===== src/verilog/tcdm_pkg.sv =====
// shared widths, vector typedefs and the tcdm request and response structs
package tcdm_pkg;

  // word address into the bank
  localparam int unsigned ADDR_W   = 10;
  // one memory word
  localparam int unsigned DATA_W   = 32;
  localparam int unsigned BE_W     = DATA_W / 8;
  // tag width, enough for up to 8 request ports
  localparam int unsigned ID_W_MAX = 3;

  typedef logic [ADDR_W-1:0]   tcdm_addr_t;
  typedef logic [DATA_W-1:0]   tcdm_data_t;
  typedef logic [BE_W-1:0]     tcdm_be_t;
  typedef logic [ID_W_MAX-1:0] tcdm_id_t;

  // request channel, wen high selects a read
  typedef struct packed {
    logic       req;
    tcdm_addr_t add;
    logic       wen;
    tcdm_be_t   be;
    tcdm_data_t data;
  } tcdm_req_t;

  // response channel, r_id carries the reflected port tag
  typedef struct packed {
    logic       r_valid;
    tcdm_data_t r_data;
    tcdm_id_t   r_id;
  } tcdm_resp_t;

endpackage


===== src/verilog/tcdm_port_steer.sv =====
// request selection with id stamping, grant fan-out and response routing by returned id
module tcdm_port_steer
  import tcdm_pkg::*;
#(
  parameter int unsigned NB_CHAN = 4,
  parameter int unsigned CH_W    = (NB_CHAN > 1) ? $clog2(NB_CHAN) : 1
) (
  input  logic      [CH_W-1:0]    winner_i,
  input  tcdm_req_t [NB_CHAN-1:0] in_req_i,
  input  logic      [NB_CHAN-1:0] in_r_ready_i,
  output logic      [NB_CHAN-1:0] in_gnt_o,
  output tcdm_resp_t [NB_CHAN-1:0] in_resp_o,
  input  logic                    out_gnt_i,
  input  tcdm_resp_t              out_resp_i,
  output tcdm_req_t               out_req_o,
  output tcdm_id_t                out_id_o,
  output logic                    out_r_ready_o
);

  // request side
  // the winner's whole request goes out, req bit included
  assign out_req_o = in_req_i[winner_i];
  // tag is the winner's port number
  assign out_id_o  = tcdm_id_t'(winner_i);

  for (genvar i = 0; i < NB_CHAN; i++) begin : gen_port
    // only the winner sees the bank grant
    assign in_gnt_o[i] = (winner_i == CH_W'(i)) & in_req_i[i].req & out_gnt_i;

    // response side
    // valid goes to the owner of the tag, payload to everybody
    assign in_resp_o[i].r_valid = out_resp_i.r_valid &
                                  (out_resp_i.r_id == tcdm_id_t'(i));
    assign in_resp_o[i].r_data  = out_resp_i.r_data;
    assign in_resp_o[i].r_id    = out_resp_i.r_id;
  end

  // ready comes back from the port that owns the current response
  // a tag outside the port range reads as not ready
  always_comb begin
    out_r_ready_o = 1'b0;
    for (int i = 0; i < NB_CHAN; i++) begin
      if (out_resp_i.r_id == tcdm_id_t'(i)) begin
        out_r_ready_o = in_r_ready_i[i];
      end
    end
  end

endmodule


===== config.mk =====
export PLATFORM = sky130hd
export DESIGN_NAME = tcdm_port_steer
export DESIGN_NICKNAME = d
export VERILOG_FILES = /design/src/verilog/tcdm_pkg.sv /design/src/verilog/tcdm_port_steer.sv
export SDC_FILE = /design/constraint.sdc
export NUM_CORES = 1
export LEC_CHECK = 0
export BUFFER_PORTS_ARGS = -buffer_cell sky130_fd_sc_hd__buf_2
export CAP_MARGIN = 30
export CORE_AREA = 4 4 167 169
export DETAILED_ROUTE_END_ITERATION = 10
export DIE_AREA = 0 0 171 173
export PLACE_DENSITY = 0.33
export SETUP_SLACK_MARGIN = 0.05
export SLEW_MARGIN = 10
export SYNTH_ARGS = -nofsm -noshare
export SYNTH_HDL_FRONTEND = slang
export SYNTH_SLANG_ARGS = --single-unit

===== constraint.sdc =====
create_clock -name vclk -period 1.3
set_clock_uncertainty 0.1 [all_clocks]
set_input_delay 0.195 -clock vclk [all_inputs]
set_output_delay 0.195 -clock vclk [all_outputs]
set_load 0.02 [all_outputs]

==> qor.log, run 1 <==
INFO  outcome        outcome=finished, violations left
INFO  outcome        violations_in_the_final_reports=setup timing
INFO  setup_path     crit_fanout=7
INFO  synth          synth.avg_cell_area=11.20um^2
INFO  grt            grt_antenna_before_repair=0
INFO  timing         min_period_over_period=111.4%
INFO  grt            grtUsageTotal=6.171%
INFO  drt            viasPerCell=3.004
INFO  setup_path     endpoint_kind=output pin
INFO  floorplan      die_width=171um
INFO  setup_path     critPathTopFamily=multiplexers
INFO  floorplan      i_o_pin_count=435
INFO  floorplan      initial_utilization=9.016%
INFO  floorplan      fp-row-count=60
INFO  grt            number_of_global_route_vias_before_repair=2419
INFO  synth          yosys-top-cells-area=mux4_2 (46%), buf_4 (45%), buf_12 (3.3%)
INFO  synth          synth_seq_area_share=0%
INFO  worst_hold_path type_of_the_most_critical_hold_path=input pin to output pin
INFO  final_layout   n_antenna_cell=0
INFO  power_and_ir_drop p_seq_share=0%
INFO  timing         grt_setup_unrepaired=yes
INFO  placed_design  place_inst=684
INFO  synth          synthesis.instances=214
INFO  setup_path     critical_path.max_stage_delay=0.50ns
INFO  timing         min_period=1.449ns
INFO  final_layout   layout.sequential_cells=0
INFO  setup_path     path_class=input pin to output pin
INFO  placed_design  dp.final_hpwl=8.432mm
INFO  setup_path     worst_path_max_delay_cell=mux4_2
INFO  power_and_ir_drop cell_internal_pwr=0.0008528W
INFO  grt            grt_remaining_overflow=0
INFO  drt            drt-initial-drc-count=43
INFO  setup_path     cp_cell_sequence=buf_16 > buf_4 > mux4_2 > buf_2
INFO  synth          synthDistinctLibCells=12
INFO  power_and_ir_drop netSwitchingFraction=41.83%
INFO  floorplan      core_area=26580um^2
INFO  floorplan      fp.dieArea=29580um^2
INFO  drt            remaining_drc_errors=0
INFO  power_and_ir_drop clock_power_share=0%
INFO  power_and_ir_drop irDropWorstVdd=131.7uV
INFO  timing         finalMaxSlewViolations=0
INFO  final_layout   drive_gt1_share=98.30%
INFO  drt            dr_total_vias=2082
INFO  final_layout   clock_buffers=0
INFO  timing         clock.fmax=690.4MHz
INFO  setup_path     worst-endpoint-arrival=1.15ns
INFO  power_and_ir_drop switching_power=0.0006132W
INFO  drt            detail_route.wl_per_cell=14.99um
INFO  setup_path     worst-endpoint-required=1.00ns
INFO  grt            grt_first_pass_wirelength=14.12mm
INFO  drt            drt.antenna.violating_nets=0
INFO  timing         fin_ws=-0.1485ns
INFO  setup_path     crit_buf_inv=3
INFO  power_and_ir_drop leakagePower=1.733nW
INFO  drt            firstDrtPassIters=3
INFO  run            timing.max_cap.violations=0
INFO  final_layout   most-common-layout-cells=buf_2 (227), mux4_2 (49), buf_6 (43)
INFO  synth          yosys_synthesis_warning_count=0
INFO  timing         hold_viol=0
INFO  placed_design  preCtsSetupSlack=-0.3251ns
INFO  final_layout   final_common_cell=buf_2
INFO  setup_path     critical_path.startpoint_type=input pin
INFO  clocking       hold_buffers=0
INFO  synth          yosys.area.top_type_share=46.06%
INFO  timing         report.final.setup_viol=50
INFO  grt            pin_count_of_the_biggest_net_entering_global_routing=24
INFO  floorplan      height_of_the_die=173um
INFO  synth          syn-num-nets=449
INFO  final_layout   syn2layout_area_growth=53.84%
INFO  drt            drt-total-wl=10.39mm
INFO  final_layout   final_design_area_no_fill=3686um^2
INFO  synth          largest_area_contributor_in_the_synthesized_netlist=mux4_2
INFO  final_layout   fin_cells=693
INFO  power_and_ir_drop total_power=0.001466W
INFO  final_layout   seqCellArea=0um^2
INFO  synth          cell_area_after_synthesis=2396um^2
INFO  placed_design  port_buffers=274
INFO  power_and_ir_drop power_density_cells=397.7nW/um^2
INFO  placed_design  post_dp_cell_area=3129um^2
INFO  final_layout   total_number_of_nets_in_the_final_design=589
INFO  power_and_ir_drop power.combinational.fraction=100.0%
INFO  placed_design  final_estimated_routing_congestion_in_global_placement=0.7629
==> timing repair <==
action                     4_1_cts  5_1_grt
hold endpoints to repair         0        0
gates resized for setup         80       29
setup endpoints to repair       53       52
cloned                           6        1
pin swaps                        2        0
buffers inserted                 1        2
==> per-layer routing <==
metal	GRT usage, %	part of all wire (%)	up-vias
met5	0	0	-
met4	1.255	1.8	0
met3	0.8688	8.0	30
met2	12.28	56	137
met1	6.806	35	985
li1	-	-	930
==> cells by family after synthesis <==
| family | count (synthesis) | share of synthesized area (%) |
|---|---|---|
| mux | 49 | 46.06 |
| other cells | 1 | 0.1565 |
| buf+inv | 155 | 50.29 |
| simple gates | 9 | 3.499 |
==> power groups by stage <==
stage | Sequential (W) | Combinational [W] | Clock (W)
2_1_floorplan | 0 | 0.00126 | 0
3_3_place_gp | 0 | 0.00119 | 0
3_5_place_dp | 0 | 0.00119 | 0
4_1_cts | 0 | 0.00143 | 0
5_1_grt | 0 | 0.00156 | 0
6_report | 0 | 0.00147 | 0
==> per-stage QoR <==
stage	setup TNS [ns]	utilization (%)	hold WS (ns)
after floorplan	-0.8108	-	0.3427
after global placement	-12.61	11.77	0.2903
after detailed placement	-13.21	11.77	0.2903
after CTS	-6.228	13.37	0.2903
after global routing	-7.252	13.87	0.2901
final	-5.413	13.87	0.2900
==> synth_stat cells <==
cell type and instances:
clkbuf_1 1, nor4bb_1 3, and4_1 1, nor2b_1 1, mux4_2 49, nor4b_1 1, buf_2 5, conb_1 1
buf_12 4, and4b_1 3, buf_4 143, buf_6 2
==> path summary, 6_finish.rpt <==
check,from,endpoint,cells after the start
worst min-delay path,out_resp_i[21],in_resp_o[93],0
worst max-delay path,winner_i[0],out_req_o[1],4
==> cell type report <==
type                            count  area, um^2
Timing Repair Buffer              293        2033
Multi-Input combinational cell     59        1226
Fill cell                        3056       22890
Tap cell                          341       426.7
Note: power is estimated with default switching activity, not from simulation.
==> run 2, diff against run 1 <==
RECOVER_POWER = 50   (was unset)
REMOVE_ABC_BUFFERS = 1   (was unset)
==> qor.log, run 2 (synthesized netlist as in run 1, its figures left out) <==
INFO  power_and_ir_drop leakagePower=1.694nW
INFO  drt            dr_total_vias=2365
INFO  timing         fin_ws=-0.1351ns
INFO  final_layout   drive_gt1_share=97.44%
INFO  drt            drt.antenna.violating_nets=0
INFO  timing         grt_setup_unrepaired=yes
INFO  worst_hold_path timing.hold.worst_endpoint=in_resp_o[119]
INFO  setup_path     crit_fanout=7
INFO  power_and_ir_drop total_power=0.001445W
INFO  final_layout   clock_buffers=0
INFO  timing         report.final.setup_viol=49
INFO  run            timing.max_cap.violations=0
INFO  final_layout   most-common-layout-cells=buf_2 (230), mux4_2 (49), buf_6 (42)
INFO  outcome        violations_in_the_final_reports=setup timing
INFO  setup_path     endpoint_kind=output pin
INFO  power_and_ir_drop netSwitchingFraction=42.91%
INFO  power_and_ir_drop irDropWorstVdd=138.7uV
INFO  placed_design  final_estimated_routing_congestion_in_global_placement=0.7885
INFO  timing         finalMaxSlewViolations=0
INFO  timing         hold_viol=0
INFO  floorplan      height_of_the_die=173um
INFO  clocking       hold_buffers=0
INFO  final_layout   number_of_inserted_filler_cells_in_the_final_layout=3068
INFO  power_and_ir_drop switching_power=0.0006198W
INFO  power_and_ir_drop cell_internal_pwr=0.0008248W
INFO  final_layout   layout.sequential_cells=0
INFO  power_and_ir_drop power.combinational.fraction=100.0%
INFO  final_layout   final_common_cell=buf_2
INFO  drt            viasPerCell=3.408
INFO  setup_path     worst-endpoint-required=1.00ns
INFO  grt            grt_antenna_before_repair=3
INFO  floorplan      fp-row-count=60
INFO  placed_design  preCtsSetupSlack=-0.3406ns
INFO  setup_path     path_class=input pin to output pin
INFO  floorplan      core_area=26580um^2
INFO  floorplan      initial_utilization=9.016%
INFO  floorplan      i_o_pin_count=435
INFO  drt            firstDrtPassIters=4
INFO  worst_hold_path min_from=out_resp_i[11]
INFO  grt            pin_count_of_the_biggest_net_entering_global_routing=27
INFO  outcome        outcome=finished, violations left
INFO  placed_design  dp.final_hpwl=14.07mm
INFO  drt            drt-initial-drc-count=61
INFO  drt            detail_route.wl_per_cell=23.10um
INFO  grt            grt_first_pass_wirelength=20.75mm
INFO  worst_hold_path type_of_the_most_critical_hold_path=input pin to output pin
INFO  placed_design  port_buffers=274
INFO  timing         clock.fmax=696.8MHz
INFO  setup_path     worst-endpoint-arrival=1.14ns
INFO  drt            remaining_drc_errors=0
INFO  grt            grtUsageTotal=9.895%
INFO  floorplan      die_width=171um
INFO  grt            number_of_global_route_vias_before_repair=2610
INFO  final_layout   total_number_of_nets_in_the_final_design=589
INFO  timing         finalSetupTns=-5.455ns
INFO  timing         min_period=1.435ns
INFO  setup_path     critical_path.startpoint_type=input pin
INFO  power_and_ir_drop p_seq_share=0%
INFO  timing         min_period_over_period=110.4%
INFO  power_and_ir_drop power_density_cells=402.4nW/um^2
INFO  final_layout   seqCellArea=0um^2
INFO  grt            grt_remaining_overflow=0
INFO  worst_hold_path holdPathStages=0
INFO  final_layout   syn2layout_area_growth=49.82%
INFO  power_and_ir_drop clock_power_share=0%
INFO  floorplan      fp.dieArea=29580um^2
INFO  drt            drt-total-wl=16.03mm
## run 2: power by group through the flow
stage	Sequential, W	Clock [W]	Combinational, W
finish	0	0.000000000103	0.00144
global route	0	0	0.00154
CTS	0	0	0.00147
detailed placement	0	0	0.00121
global placement	0	0	0.00122
floorplan	0	0	0.000518
## run 2: metal layers
layer / up-vias / GRT usage, % / share of wire [%]
met1: 1113 / 11.68 / 38
met3: 14 / 8.482 / 20
li1: 933 / - / -
met4: 10 / 0.09904 / 0.14
met5: - / 5.518 / 1.2
met2: 295 / 14.10 / 41
## run 2: metrics by stage
| step | utilization [%] | hold slack (ns) | cells | cell area (um^2) |
|---|---|---|---|---|
| floorplan | - | 0.2900 | 59 | 1191 |
| global placement | 11.84 | 0.2905 | 688 | 3147 |
| detailed placement | 11.84 | 0.2905 | 688 | 3147 |
| CTS | 13.48 | 0.2905 | 693 | 3583 |
| global route | 13.50 | 0.2902 | 693 | 3587 |
| finish | 13.51 | 0.2902 | 694 | 3590 |
## run 2: layout make-up
type	instances	area (um^2)	share of cell area [%]
Antenna cell	1	2.502	0.06971
Timing Repair Buffer	293	1954	54.44
Multi-Input combinational cell	59	1206	33.60
Tap cell	341	426.7	11.89
## run 2: worst max path at each step
stage	start	endpoint	slack, ns	depth (start not counted)
detailed placement	winner_i[0]	out_req_o[34]	-0.34	4
CTS	winner_i[0]	out_req_o[34]	-0.16	4
global route	winner_i[0]	out_req_o[37]	-0.18	4
global placement	winner_i[0]	out_req_o[7]	-0.32	4
floorplan	out_resp_i[2]	in_resp_o[35]	0.03	1
finish	winner_i[0]	out_req_o[2]	-0.14	4
## run 2: worst max-delay path: stages
cell and delay (ns):
buf_16 0.11, buf_12 0.14, mux4_2 0.53, buf_6 0.15
## run 2: what timing repair did
item	4_1_cts	5_1_grt
gates resized for setup	99	1
hold endpoints to repair	0	0
endpoints found under the setup margin	52	50
cloned	4	0
setup buffers	1	0
pin swaps	0	1
==> run 3, diff against run 2 <==
--- a/config.mk
+++ b/config.mk
@@ -8,8 +8,8 @@
 export BUFFER_PORTS_ARGS = -buffer_cell sky130_fd_sc_hd__buf_2
 export CAP_MARGIN = 30
-export CORE_AREA = 4 4 167 169
+export CORE_AREA = 2 2 170 172
 export DETAILED_ROUTE_END_ITERATION = 10
-export DIE_AREA = 0 0 171 173
-export PLACE_DENSITY = 0.33
+export DIE_AREA = 0 0 172 174
+export PLACE_DENSITY = 0.32
 export RECOVER_POWER = 50
 export REMOVE_ABC_BUFFERS = 1
==> constraint.sdc (replaced) <==
create_clock -name vclk -period 1.3
set_clock_uncertainty 0.1 [all_clocks]
set_input_delay 0.065 -clock vclk [all_inputs]
set_output_delay 0.065 -clock vclk [all_outputs]
set_load 0.02 [all_outputs]
==> qor.log, run 3 (synthesized netlist as in run 1, its figures left out) <==
INFO  worst_hold_path type_of_the_most_critical_hold_path=input pin to output pin
INFO  floorplan      core_area=28240um^2
INFO  grt            grt_first_pass_wirelength=16.39mm
INFO  grt            number_of_global_route_vias_before_repair=2301
INFO  run            timing.max_cap.violations=0
INFO  timing         fin_ws=0.07919ns
INFO  final_layout   final_common_cell=buf_2
INFO  setup_path     endpoint_kind=output pin
INFO  drt            drt-initial-drc-count=110
INFO  grt            grt_remaining_overflow=0
INFO  worst_hold_path holdPathStages=0
INFO  final_layout   seqCellArea=0um^2
INFO  floorplan      fp.dieArea=29930um^2
INFO  timing         min_period_over_period=93.91%
INFO  setup_path     worst-endpoint-required=1.13ns
INFO  setup_path     critPathLaunch=winner_i[0]
INFO  setup_path     critical_path.startpoint_type=input pin
INFO  final_layout   syn2layout_area_growth=41.46%
INFO  final_layout   number_of_inserted_filler_cells_in_the_final_layout=3306
INFO  drt            drt.antenna.violating_nets=0
INFO  drt            detail_route.wl_per_cell=18.43um
INFO  timing         report.final.setup_viol=0
INFO  floorplan      height_of_the_die=174um
INFO  final_layout   total_number_of_nets_in_the_final_design=590
INFO  final_layout   drive_gt1_share=97.17%
INFO  drt            remaining_drc_errors=0
INFO  setup_path     path_class=input pin to output pin
INFO  drt            firstDrtPassIters=4
INFO  drt            dr_total_vias=2337
INFO  timing         finalMaxSlewViolations=0
INFO  timing         min_period=1.221ns
INFO  floorplan      fp-row-count=62
INFO  outcome        outcome=finished clean
INFO  final_layout   multi_input_logic_area=1191um^2
INFO  final_layout   n_antenna_cell=0
INFO  timing         clock.fmax=819.1MHz
INFO  worst_hold_path timing.hold.worst_endpoint=in_resp_o[100]
INFO  final_layout   final_core_utilization=12.00%
INFO  drt            viasPerCell=3.171
INFO  timing         grt_setup_unrepaired=yes
INFO  placed_design  preCtsSetupSlack=-0.1283ns
INFO  setup_path     crit_fanout=8
INFO  floorplan      initial_utilization=8.485%
INFO  final_layout   clock_buffers=0
INFO  floorplan      i_o_pin_count=435
INFO  timing         hold_viol=0
INFO  drt            drt-total-wl=13.58mm
INFO  power_and_ir_drop power_density_cells=367.2nW/um^2
INFO  final_layout   layout.sequential_cells=0
INFO  clocking       hold_buffers=0
INFO  placed_design  final_estimated_routing_congestion_in_global_placement=0.7562
INFO  grt            grt_antenna_before_repair=0
INFO  power_and_ir_drop irDropWorstVdd=91.39uV
INFO  placed_design  port_buffers=274
INFO  grt            pin_count_of_the_biggest_net_entering_global_routing=16
INFO  worst_hold_path min_from=out_resp_i[28]
INFO  power_and_ir_drop leakagePower=1.612nW
INFO  grt            grtUsageTotal=7.697%
INFO  floorplan      die_width=172um
INFO  final_layout   most-common-layout-cells=buf_2 (268), mux4_2 (49), buf_4 (11)
INFO  setup_path     worst-endpoint-arrival=1.06ns
INFO  placed_design  dp.final_hpwl=11.79mm
## run 3: cell types whose count changed in the layout (fill, tap and decap cells not counted)
cell       before  now
buf_6          42    5
nor4bb_1        2    3
buf_16          5    3
nor4bb_4        1    0
buf_4           9   11
clkbuf_16       0    3
buf_2         230  268
buf_8           3    0
diode_2         1    0
## run 3: critical path, cell delays in order
cell and delay [ns]:
buf_16 0.15, clkbuf_16 0.18, mux4_2 0.48, buf_2 0.17
## run 3: worst max path at each step
stage,end,slack [ns],cells past startpoint
2_1_floorplan,in_resp_o[35],0.29,1
3_3_place_gp,out_req_o[15],-0.12,4
3_5_place_dp,out_req_o[22],-0.13,4
4_1_cts,out_req_o[15],0.03,4
5_1_grt,out_req_o[35],0.05,4
6_report,out_req_o[27],0.08,4
## run 3: final cells by class
cell class / count / share of cell area [%]
timing repair buffer: 294 / 50.68
tap: 384 / 14.17
multi-input combinational: 59 / 35.14
## run 3: report_power, final
| group | switching (W) | leakage (nW) | internal, W |
|---|---|---|---|
| sequential | 0 | 0 | 0 |
| clock | 0 | 0 | 0 |
| combinational | 0.000560 | 1.61 | 0.000685 |
| total | 0.000560 | 1.61 | 0.000685 |
## run 3: repair_timing
item,CTS,global route
gates cloned,1,3
resized for setup,6,10
buffers inserted,0,3
endpoints found under the setup margin,48,30
## run 3: layer usage
layer  track usage (%)  part of all wire, %  vias up
met5             5.853                  1.4        -
met4           0.07003                0.088        4
met3             7.127                   20        5
met2             10.66                   41      298
met1             8.768                   38     1096
li1                  -                    -      934
## run 3: per-stage QoR
step                power (W)  instances  hold slack [ns]  instance area (um^2)  TNS, ns
floorplan           0.0005179         59          0.03000                  1191        0
global placement     0.001188        730          0.03039                  3206   -4.184
detailed placement   0.001180        730          0.03039                  3206   -4.283
CTS                  0.001204        731          0.03039                  3256        0
global route         0.001332        737          0.03018                  3390        0
finish               0.001244        737          0.03002                  3390        0
