### config.mk
export PLATFORM = sky130hd
export DESIGN_NAME = tcdm_arb_ctrl
export DESIGN_NICKNAME = d
export VERILOG_FILES = /design/src/verilog/tcdm_arb_ctrl.sv
export SDC_FILE = /design/constraint.sdc
export NUM_CORES = 1
export LEC_CHECK = 0
export CAP_MARGIN = 5
export CORE_MARGIN = 2
export CORE_UTILIZATION = 35
export DETAILED_ROUTE_END_ITERATION = 6
export DONT_BUFFER_PORTS = 1
export GPL_ROUTABILITY_DRIVEN = 0
export GPL_TIMING_DRIVEN = 1
export PLACE_DENSITY = 0.61
export SETUP_SLACK_MARGIN = 0.1
export SYNTH_ARGS = -nofsm -noshare
export SYNTH_HDL_FRONTEND = slang
export SYNTH_SLANG_ARGS = --single-unit
### constraint.sdc
create_clock -name clk_i -period 2.6 [get_ports clk_i]
set_input_delay 0 -clock clk_i [delete_from_list [all_inputs] [get_ports clk_i]]
set_output_delay 0 -clock clk_i [all_outputs]
set_load 0.005 [all_outputs]
### src/verilog/tcdm_arb_ctrl.sv
// round-robin / forced-priority arbitration controller with a stable winner register
module tcdm_arb_ctrl #(
  parameter int unsigned NB_CHAN = 4,
  // channel index width, at least one bit
  parameter int unsigned CH_W    = (NB_CHAN > 1) ? $clog2(NB_CHAN) : 1
) (
  input  logic                          clk_i,
  input  logic                          rst_ni,
  input  logic                          clear_i,
  input  logic                          priority_force_i,
  input  logic [NB_CHAN-1:0][CH_W-1:0]  priority_i,
  input  logic [NB_CHAN-1:0]            req_i,
  input  logic                          out_hs_i,
  output logic [CH_W-1:0]               winner_o
);

  logic [CH_W-1:0]              counter_q;
  logic [CH_W-1:0]              winner_d, winner_q;
  logic [NB_CHAN-1:0][CH_W-1:0] rank_ch;
  logic                         hs_q;
  logic                         any_req_q;

  // counter steps once per accepted request on the bank side
  always_ff @(posedge clk_i or negedge rst_ni) begin
    if (!rst_ni) begin
      counter_q <= '0;
    end else if (clear_i) begin
      counter_q <= '0;
    end else if (out_hs_i) begin
      if (counter_q == CH_W'(NB_CHAN - 1)) begin
        counter_q <= '0;
      end else begin
        counter_q <= counter_q + 1'b1;
      end
    end
  end

  // history of the previous cycle, used to unlock re-arbitration
  always_ff @(posedge clk_i or negedge rst_ni) begin
    if (!rst_ni) begin
      winner_q  <= '0;
      hs_q      <= 1'b0;
      any_req_q <= 1'b0;
    end else if (clear_i) begin
      winner_q  <= '0;
      hs_q      <= 1'b0;
      any_req_q <= 1'b0;
    end else begin
      winner_q  <= winner_d;
      hs_q      <= out_hs_i;
      any_req_q <= |req_i;
    end
  end

  // rank r -> channel, rotated by the counter or taken from the table
  for (genvar r = 0; r < NB_CHAN; r++) begin : gen_rank
    assign rank_ch[r] = priority_force_i ? priority_i[r]
                                         : CH_W'((int'(counter_q) + r) % NB_CHAN);
  end

  // winner-takes-all
  // lowest-rank requester wins, scanned from the top so rank 0 is applied last
  // a pending request keeps its grant path until it is served
  always_comb begin
    winner_d = winner_q;
    if (hs_q || !any_req_q) begin
      // nobody requesting falls back to the counter
      winner_d = counter_q;
      for (int r = NB_CHAN - 1; r >= 0; r--) begin
        if (req_i[rank_ch[r]]) begin
          winner_d = rank_ch[r];
        end
      end
    end
  end

  // combinational, so grant follows req in the same cycle
  assign winner_o = winner_d;

endmodule

==> metrics.md, run 1 <==
| Metric | Value |
|---|---|
| P_sw | between 100 and 150 uW |
| Die Y | 49.4 um |
| Most common cell type on the critical path | a211oi_1 |
| Remaining global-route overflow | 0 |
| Area fraction of the dominant cell type after synthesis | 0.208 |
| Largest net degree at the start of global routing | 20 |
| Synth-to-Final Area Change | 11.8% |
| Crit Path Max Fanout | 12 |
| Crit share post-route | 0.909 |
| Seq/Total Area, Yosys | 0.208 |
| Sequential Power Share | 0.344 |
| Post-synth EDFFs | 0 |
| Rel. slew slack | 0.747 |
| Layout fillers | approximately 210 |
| P_leak | roughly 0.00036 uW |
| Vias in the first global route | approximately 710 |
| Peak Freq | approximately 420 MHz |
| IO Pins | 19 |
| HP Class | in -> reg |
| Total Routed Length | between 1500 and 2000 um |
| CTS tree | done |
| Pre-CTS setup slack | 0.383 ns |
| Comb pwr share | 0.387 |
| Met2 Use GR | 0.261 |
| First-pass GRT wire length | 3060 um |
| Synth Warn # | 0 |
| CTS-repair resized insts | 0 |
| Post-DP HPWL | roughly 1500 um |
| Synthesized instance count | between 90 and 100 |
| Initial Util | 0.371 |
| Clock transition at path regs | 0.05 ns |
| Placeable Area | 1940 um^2 |
| Ys async rst share | 1.00 |
| Clk_skew | 0.00559 ns |
| Met1 Usage GRT | 0.211 |
| Leading post-synthesis cells by cell area | dfrtp_1 21%, mux2i_1 9.7%, o21ai_0 6.9% |
| Antenna diode count | 0 |
| Crit-path slowest cell | dfrtp_1 |
| Commonest cells post-synth | 10 x o21ai_0, 8 x nor2_1, 7 x a21oi_1, 7 x inv_1, 7 x mux2i_1 |
| Die area | between 2000 and 2500 um^2 |
| Yosys cell types | 34 |
| Busiest grt layer | met2 |
| TritonRoute pass-1 iters | 4 |
| Top Family by Delay on Critical Path | compound AO/OA/AOI/OAI gates |
| WP data arrival | 2.36 ns |
| Clk sink count | 6 |
| Crit path cell chain | ha_1, a211oi_1, a31o_2, a211o_1, o2bb2ai_1, a211oi_1, nor3_1 |
| IO buf count | 0 |
| GRT Overall Usage | 0.159 |
| Top-count cell post-synth | o21ai_0 |
| Global Route met3 Usage | 0.0307 |
| Setup TNS Final | 0 ns |
| Num rows | 16 |
| NumNets Final | 119 |
| Clk buf depth | 2 |
| P_int | 213 uW |
| H-tree depth | 1 |
| Iter 0 DRT Violations | 14 |
| Detail Route Antenna Nets | 0 |
| Crit path buffers/inverters | 0 |
| Via density | 5.66 |
| PD cells | 395 nW/um^2 |
| Die W | between 40 and 50 um |
| Mapped Nets | around 110 |
| Crit path capture type | output pin |
| Clock power frac | 0.269 |
| Leading area contributor after synthesis | dfrtp_1 |
| Post-Syn Area | between 700 and 800 um^2 |
| Synth Area per Inst | ~7.7 um^2 |
| RSZ-0062 raised after global routing | false |
| Initial antenna violation count | 0 |
| Status | complete, no violations |
| Main synth FF type | dfrtp_1 |
| Critical setup path kind | reg -> out |
| Register bit count reported by yosys | 6 |
| Layout cells sized above 1 | 0.101 |
| Final hold violations | 0 |
| MaxCap Viol Count | 0 |
| Num CTS Buffers | 3 |
| Tmin final | around 2.4 ns |
| Slew @ Worst Pin | approximately 0.37 ns |
| Wire length per cell | roughly 14 um |
| Final Max Slew Viols | 0 |
| Data required time of the critical path | ~2.6 ns |
| Root buf cell | clkbuf_4 |
| Clk Latency, worst-skew pair | ~0.24 ns |
| Sw Ratio | 0.331 |
| Slowest cell delay on critical path | around 0.50 ns |
| Final setup fails | 0 |
| VDD IR max | 267 uV |
| Startpoint Class | flip-flop |
| Drt drc | 0 |
| Via Count | slightly above 700 |
| Final worst slack | between 0.2 and 0.25 ns |
-- cells in the final DEF (no fill, tap or decap), drive strengths merged, types with 2 or more instances in the layout --
master / count
a211oi: 2
a21o: 2
a21oi: 7
a22oi: 2
and2: 3
clkbuf: 3
dfrtp: 6
dlygate4sd3: 5
inv: 7
mux2i: 7
nand2: 5
nand2b: 5
nor2: 9
nor2b: 2
nor3: 3
o211ai: 2
o21ai: 10
o21bai: 2
o2bb2ai: 2
or2: 2
-- worst register-to-register path, delay by kind of cell, from the launching register on --
| family | cells | cell delay, ns |
|---|---|---|
| flip-flops | 1 | 0.50 |
| AO/OA/AOI/OAI | 5 | 1.09 |
| AND/OR/NAND/NOR | 1 | 0.09 |
| adder cells (fa/ha/maj) | 1 | 0.42 |
-- sequential cells by signal (all words and copies together) (netlist names) --
signal,flops
any_req_q,1
counter_q,2
hs_q,1
winner_q,2
-- stage by stage --
step,util,instance area (um^2),power [uW],hold slack (ns),std cells
2_1_floorplan,-,721,210,-0.296,94
3_5_place_dp,0.378,733,224,-0.295,118
5_1_grt,0.415,806,348,0.0196,126
6_report,0.415,806,318,0.0197,126
4_1_cts,0.415,806,322,0.0226,126
3_3_place_gp,0.378,733,223,-0.295,118
-- power groups by stage --
stage	clock, uW	combinational, uW	sequential, uW
global placement	0	113	110
detailed placement	0	114	111
floorplan	0	104	106
CTS	88.8	124	109
global route	99.2	138	110
finish	85.7	123	109
-- per-layer routing --
layer	vias to the layer above	share of wire
met2	21	0.48
li1	357	-
met3	2	0.076
met1	333	0.44
met5	-	0
met4	0	0.0094
-- worst paths after layout --
check | from | endpoint | slack, ns | cells past startpoint
max | counter_q[0] | winner_o[0] | 0.24 | 7
min | req_i[3] | any_req_q | 0.02 | 2
max reg2reg | counter_q[0] | winner_q[0] | 0.37 | 7
min reg2reg | winner_q[0] | winner_q[0] | 0.60 | 2
max in group asynchronous | rst_ni | any_req_q | 2.29 | 1
min in group asynchronous | rst_ni | counter_q[1] | 0.08 | 1
-- cell families after synthesis --
family / Yosys count / share of synthesized area
AO/OA/AOI/OAI: 36 / 0.339
AND/OR/NAND/NOR: 32 / 0.226
buffers and inverters: 10 / 0.0660
multiplexers: 9 / 0.144
flip-flops: 6 / 0.208
adder cells (fa/ha/maj): 1 / 0.0174
-- final cells by class --
cell class	count	area (um^2)	share of cell area
Sequential cell	6	150	0.186
Multi-Input combinational cell	78	523	0.649
Clock buffer	3	22.5	0.0280
Tap cell	27	33.8	0.0419
Inverter	7	26.3	0.0326
Timing Repair Buffer	5	50.0	0.0621
-- what timing repair did --
action / CTS / global route
setup buffers: 0 / 0
hold endpoints to repair: 12 / 0
endpoints found under the setup margin: 0 / 0
hold buffers: 5 / 0
(Power assumes the default switching activity.)
==> inputs of run 2 (changes only) <==
--- a/config.mk
+++ b/config.mk
@@ -5,6 +5,7 @@
 export SDC_FILE = /design/constraint.sdc
 export NUM_CORES = 1
 export LEC_CHECK = 0
+export ABC_AREA = 1
 export CAP_MARGIN = 5
 export CORE_MARGIN = 2
 export CORE_UTILIZATION = 35
==> metrics.md, run 2 <==
| Metric | Value |
|---|---|
| Placeable Area | 1940 um^2 (unchanged) |
| H-tree depth | 1 (unchanged) |
| Die Y | 49.2 um (was 49.4 um) |
| Most common cell after layout, fill and taps aside | nand2_1 (was o21ai_0) |
| Pre-CTS setup slack | 0.777 ns (was 0.383 ns) |
| Vias in the first global route | 708 (was 707) |
| Via Count | 704 (was 713) |
| Commonest cells post-synth | 42 x nand2_1, 19 x inv_1, 11 x nand3_1, 8 x nand2_2, 8 x nor2_1 (was 10 x o21ai_0, 8 x nor2_1, 7 x a21oi_1, 7 x inv_1, 7 x mux2i_1) |
| Sequential Power Share | 0.333 (was 0.344) |
| Crit share post-route | 0.763 (was 0.909) |
| Leading post-synthesis cells by cell area | nand2_1 22%, dfrtp_1 21%, inv_1 10% (was dfrtp_1 21%, mux2i_1 9.7%, o21ai_0 6.9%) |
| Total Routed Length | 1510 um (was 1810 um) |
| Comb pwr share | 0.418 (was 0.387) |
| Drt drc | 0 (unchanged) |
| Crit-path slowest cell | dfrtp_1 (unchanged) |
| WP data arrival | 1.98 ns (was 2.36 ns) |
| CTS-repair resized insts | 0 (unchanged) |
| Final worst slack | 0.617 ns (was 0.238 ns) |
| MaxCap Viol Count | 0 (unchanged) |
| Hold buffer count at CTS | 5 (unchanged) |
| Final setup fails | 0 (unchanged) |
| Leading area contributor after synthesis | nand2_1 (was dfrtp_1) |
| Post-CTS Setup Inserts | 0 (unchanged) |
| Biggest regs | counter_q (2), winner_q (2) (unchanged) |
| GRT Overall Usage | 0.144 (was 0.159) |
| Data required time of the critical path | 2.60 ns (about the same) |
| Top Family by Delay on Critical Path | simple AND/OR/NAND/NOR gates (was compound AO/OA/AOI/OAI gates) |
| CTS tree | done (unchanged) |
| Sw Ratio | 0.363 (was 0.331) |
| Most common cell type on the critical path | nand2_1 (was a211oi_1) |
| Peak Freq | 504 MHz (was 423 MHz) |
| Main synth FF type | dfrtp_1 (unchanged) |
| Setup TNS Final | 0 ns (unchanged) |
| Largest net degree at the start of global routing | 10 (was 20) |
| Clk Latency, worst-skew pair | 0.23 ns (was 0.24 ns) |
| Via density | 4.63 (was 5.66) |
| Register bit count reported by yosys | 6 (unchanged) |
| Crit path capture type | output pin (unchanged) |
| P_leak | 0.000475 uW (was 0.000356 uW) |
| Synth Area per Inst | 6.07 um^2 (was 7.67 um^2) |
| Layout cells sized above 1 | 0.216 (was 0.101) |
| Clk buf depth | 2 (unchanged) |
| Post-synth EDFFs | 0 (unchanged) |
| # placed instances | 144 (was 118) |
| Post-DP HPWL | 1230 um (was 1480 um) |
| WHS | 0.0724 ns (was 0.0197 ns) |
| Synth-to-Final Area Change | 13.3% (was 11.8%) |
| P_int | 207 uW (was 213 uW) |
| Final Max Slew Viols | 0 (unchanged) |
| Final hold violations | 0 (unchanged) |
| Initial antenna violation count | 0 (unchanged) |
| Crit path buffers/inverters | 2 (was 0) |
| VDD IR max | 288 uV (was 267 uV) |
| RSZ-0062 raised after global routing | false (unchanged) |
| Post-Syn Area | 716 um^2 (was 721 um^2) |
| Status | complete, no violations (unchanged) |
| Die area | 2420 um^2 (was 2440 um^2) |
| Initial Util | 0.369 (was 0.371) |
| Seq/Total Area, Yosys | 0.210 (was 0.208) |
| Clk_skew | 0.000902 ns (was 0.00559 ns) |
| Yosys cell types | 22 (was 34) |
| IO buf count | 0 (unchanged) |
| Num rows | 16 (unchanged) |
| Clock power frac | 0.249 (was 0.269) |
| Critical setup path kind | reg -> out (unchanged) |
| Slowest cell delay on critical path | 0.48 ns (was 0.50 ns) |
| Synthesized instance count | 118 (was 94) |
| Num CTS Buffers | 3 (unchanged) |
| Slew @ Worst Pin | 0.311 ns (was 0.370 ns) |
| Tmin final | 1.98 ns (was 2.36 ns) |
| PD cells | 400 nW/um^2 (was 395 nW/um^2) |
| Ys async rst share | 1.00 (unchanged) |
| Mapped Nets | 136 (was 112) |
| Remaining global-route overflow | 0 (unchanged) |
| NumNets Final | 145 (was 119) |
| Clock transition at path regs | 0.04 ns (was 0.05 ns) |
| Clk sink count | 6 (unchanged) |
| Most frequent cells in the layout | 42 x nand2_1, 19 x inv_1, 11 x nand3_1, 8 x nand2_2, 8 x nor2_1 (was 10 x o21ai_0, 8 x nor2_1, 7 x inv_1, 7 x a21oi_1, 7 x mux2i_1) |
| Detail Route Antenna Nets | 0 (unchanged) |
| Root buf cell | clkbuf_4 (unchanged) |
| Wire length per cell | 9.96 um (was 14.3 um) |
| Area fraction of the dominant cell type after synthesis | 0.220 (was 0.208) |
| Rel. slew slack | 0.792 (was 0.747) |
| HP Class | in -> async (was in -> reg) |
| Crit Path Max Fanout | 5 (was 12) |
| Crit path cell chain | ha_1, nand2_1, nand2_1, inv_1, nand3_2, nand2_1, nand2_1, nand3_1, nand2_1, nand2_1, nand2_1, nand2_1, nand2_1, inv_1 (was ha_1, a211oi_1, a31o_2, a211o_1, o2bb2ai_1, a211oi_1, nor3_1) |
| Layout Cells excl Fill | 152 (was 126) |
| First-pass GRT wire length | 2840 um (was 3060 um) |
| Top-count cell post-synth | nand2_1 (was o21ai_0) |
| IO Pins | 19 (unchanged) |
| Iter 0 DRT Violations | 10 (was 14) |
| Antenna diode count | 0 (unchanged) |
| Die W | 49.2 um (was 49.4 um) |
| Startpoint Class | flip-flop (unchanged) |
| P_sw | 118 uW (was 106 uW) |
| Synth Warn # | 0 (unchanged) |
| TritonRoute pass-1 iters | 4 (unchanged) |
-- run 2: cell count changes in the layout (fill, tap and decap cells not counted), moves of 5 or more --
cell and change:
nand2_1 +37, inv_1 +12, nand3_1 +10, o21ai_0 -9, nand2_2 +8, a21oi_1 -7
mux2i_1 -7, nand2b_1 -5
-- run 2: per-stage QoR --
step / utilization / total power, uW / cell area [um^2]
floorplan: - / 220 / 716
global placement: 0.380 / 234 / 738
detailed placement: 0.380 / 236 / 738
CTS: 0.418 / 329 / 811
global route: 0.418 / 360 / 811
finish: 0.418 / 324 / 811
-- run 2: path summary, 6_finish.rpt --
| check | startpoint | endpoint | slack [ns] | cells after the start |
|---|---|---|---|---|
| setup / recovery | counter_q[0] | winner_o[1] | 0.62 | 14 |
| hold / removal | rst_ni | any_req_q | 0.07 | 1 |
| setup reg to reg | counter_q[0] | winner_q[1] | 0.77 | 14 |
| hold reg to reg | winner_q[0] | winner_q[0] | 0.58 | 3 |
| max in group asynchronous | rst_ni | counter_q[0] | 2.32 | 1 |
| min in group clk_i | req_i[2] | winner_q[1] | 0.23 | 6 |
-- run 2: logic make-up (layout without fill, tap and decap cells) --
family | Yosys count | after routing | synth area share
AOI/OAI and AO/OA | 6 | 6 | 0.0612
and+or+nand+nor | 81 | 81 | 0.572
buffers and inverters | 24 | 31 | 0.140
adders and majority gates | 1 | 1 | 0.0175
DFF | 6 | 6 | 0.210
-- run 2: power by group through the flow --
stage                     combinational [uW]  sequential [uW]  clock (uW)
after floorplan                          112              108           0
after global placement                   124              109           0
after detailed placement                 127              109           0
after CTS                                136              108        84.5
after global routing                     158              109        93.2
final                                    136              108        80.8
-- run 2: per-layer routing --
layer / share of wire / routed length [um] / track usage
met5: 0 / 0 / 0
met4: 0 / 0 / 0.0238
met3: 0.022 / 33 / 0.0307
met2: 0.52 / 784 / 0.259
met1: 0.46 / 696 / 0.175
-- run 2: area by class of cell --
class / count / area, um^2
Tap cell: 27 / 33.8
Inverter: 23 / 88.8
Timing Repair Buffer: 5 / 50.0
Multi-Input combinational cell: 88 / 465
Sequential cell: 6 / 150
Fill cell: 225 / 1130
Clock buffer: 3 / 22.5
==> inputs of run 3 (changes only) <==
==> constraint.sdc (replaced) <==
create_clock -name clk_i -period 2.1 [get_ports clk_i]
set_input_delay 0 -clock clk_i [delete_from_list [all_inputs] [get_ports clk_i]]
set_output_delay 0 -clock clk_i [all_outputs]
set_load 0.005 [all_outputs]
==> metrics.md, run 3 (synthesis results as in run 2) <==
| Metric | Value |
|---|---|
| Status | complete, no violations (unchanged) |
| Data required time of the critical path | 2.10 ns (was 2.60 ns) |
| HP Class | in -> async (unchanged) |
| Clk sink count | 6 (unchanged) |
| Die Y | 49.2 um (unchanged) |
| Final setup fails | 0 (unchanged) |
| Antenna diode count | 0 (unchanged) |
| Crit share post-route | 0.857 |
| PD cells | 493 nW/um^2 (was 400 nW/um^2) |
| Synth-to-Final Area Change | 17.7% (was 13.3%) |
| Crit Path Max Fanout | 4 (was 5) |
| Final Max Slew Viols | 0 (unchanged) |
| Startpoint Class | flip-flop (unchanged) |
| Clock transition at path regs | 0.04 ns (about the same) |
| WP data arrival | 1.80 ns (was 1.98 ns) |
| Crit path cell chain | ha_4, nand2_2, nand2_1, inv_1, o211ai_2, nand2_1, nor2_1, nand2_1, nand2_1, nand2_1, nand2_1, nand2_1, inv_1 (was ha_1, nand2_1, nand2_1, inv_1, nand3_2, nand2_1, nand2_1, nand3_1, nand2_1, nand2_1, nand2_1, nand2_1, nand2_1, inv_1) |
| Clk Latency, worst-skew pair | 0.23 ns (about the same) |
| TritonRoute pass-1 iters | 4 (unchanged) |
| Peak Freq | about 560 MHz |
| IO buf count | 0 (unchanged) |
| Layout cells sized above 1 | 0.260 (was 0.216) |
| Num rows | 16 (unchanged) |
| Slew @ Worst Pin | 0.268 ns (was 0.311 ns) |
| VDD IR max | 333 uV (was 288 uV) |
| Num CTS Buffers | 3 (unchanged) |
| Remaining global-route overflow | 0 (unchanged) |
| Most common cell type on the critical path | nand2_1 (unchanged) |
| Iter 0 DRT Violations | 9 (was 10) |
| Via density | 4.57 (was 4.63) |
| Vias in the first global route | 679 (was 708) |
| Clk_skew | 0.000586 ns (was 0.000902 ns) |
| CTS tree | done (unchanged) |
| Placeable Area | 1940 um^2 (unchanged) |
| First-pass GRT wire length | 2670 um (was 2840 um) |
| P_leak | 0.000482 uW (was 0.000475 uW) |
| Post-DP HPWL | 1290 um (was 1230 um) |
| NumNets Final | 147 (was 145) |
| Clk buf depth | 2 (unchanged) |
| RSZ-0062 raised after global routing | false (unchanged) |
| MaxCap Viol Count | 0 (unchanged) |
| Layout fillers | 210 (was 225) |
| Largest net degree at the start of global routing | 10 (unchanged) |
| Die area | 2420 um^2 (unchanged) |
| Rel. slew slack | 0.820 (was 0.792) |
| Initial Util | 0.369 (unchanged) |
| Die W | 49.2 um (unchanged) |
| Wire length per cell | 10.4 um (was 9.96 um) |
| Initial antenna violation count | 0 (unchanged) |
| Most common cell after layout, fill and taps aside | nand2_1 (unchanged) |
| Crit-path slowest cell | dfrtp_2 (was dfrtp_1) |
| H-tree depth | 1 (unchanged) |
| Crit path capture type | output pin (unchanged) |
| Critical setup path kind | reg -> out (unchanged) |
| Most frequent cells in the layout | 41 x nand2_1, 18 x inv_1, 11 x nand3_1, 9 x nand2_2, 8 x nor2_1 (was 42 x nand2_1, 19 x inv_1, 11 x nand3_1, 8 x nand2_2, 8 x nor2_1) |
| Slowest cell delay on critical path | 0.43 ns (was 0.48 ns) |
| IO Pins | 19 (unchanged) |
| Total Routed Length | 1600 um (was 1510 um) |
| Biggest regs | counter_q (2), winner_q (2) (unchanged) |
| Root buf cell | clkbuf_4 (unchanged) |
| Detail Route Antenna Nets | 0 (unchanged) |
| Tmin final | between 1.5 and 2 ns |
| Drt drc | 0 (unchanged) |
| Fin util | 0.434 (was 0.418) |
| Via Count | 704 (unchanged) |
| Final hold violations | 0 (unchanged) |
| Setup TNS Final | 0 ns (unchanged) |
| GRT Overall Usage | 0.138 (was 0.144) |
## run 3: changes by cell type in the layout (fill, tap and decap cells not counted), sizes merged
cell	change
buf	+2
## run 3: layer usage
layer,global-route usage,vias to the layer above,part of all wire
met5,0,-,0
met4,0.0381,0,0
met3,0.0307,0,0.017
met2,0.245,7,0.53
met1,0.163,317,0.45
li1,-,380,-
## run 3: stage by stage
step / area, um^2 / total power, uW / setup slack (ns) / cells / hold WS [ns]
3_3_place_gp: 738 / 290 / 0.316 / 144 / -0.295
4_1_cts: 811 / 411 / 0.106 / 152 / 0.0713
3_5_place_dp: 738 / 294 / 0.295 / 144 / -0.296
2_1_floorplan: 716 / 272 / 0.480 / 118 / -0.296
6_report: 842 / 415 / 0.301 / 154 / 0.0731
5_1_grt: 842 / 459 / 0.111 / 154 / 0.0832
## run 3: path summary, 6_finish.rpt
kind | start | endpoint | slack, ns | cells after the start
hold / removal | rst_ni | hs_q | 0.07 | 1
max in group asynchronous | rst_ni | counter_q[0] | 1.80 | 1
hold reg to reg | winner_q[0] | winner_q[0] | 0.57 | 3
min in group clk_i | req_i[2] | winner_q[1] | 0.23 | 6
setup / recovery | counter_q[0] | winner_o[1] | 0.30 | 13
setup reg to reg | counter_q[0] | winner_q[1] | 0.44 | 13
## run 3: where the power goes
part / leakage (uW) / switching [uW] / total (uW) / internal (uW)
clock: 0.0000138 / 36.4 / 101 / 64.3
sequential: 0.0000760 / 5.70 / 132 / 126
combinational: 0.000393 / 110 / 183 / 72.5
## run 3: cell type report
cell class                 count  area, um^2  share of cell area
multi-input combinational     88         480               0.571
sequential                     6         151               0.180
timing repair buffer           7        65.1              0.0773
inverter                      23        88.8               0.105
tap                           27        33.8              0.0401
clock buffer                   3        22.5              0.0267
## run 3: worst max-delay path: cells and delay by family (launching register included)
kind / cells / cell delay, ns
AND/OR/NAND/NOR: 9 / 0.63
flip-flops: 1 / 0.43
adder cells (fa/ha/maj): 1 / 0.27
buffers and inverters: 2 / 0.16
AO/OA/AOI/OAI: 1 / 0.06
## run 3: repair_timing
action,CTS,global route
gates resized for setup,0,4
endpoints found under the hold margin,12,0
hold buffers,5,0
endpoints found under the setup margin,0,3
setup buffers,0,2
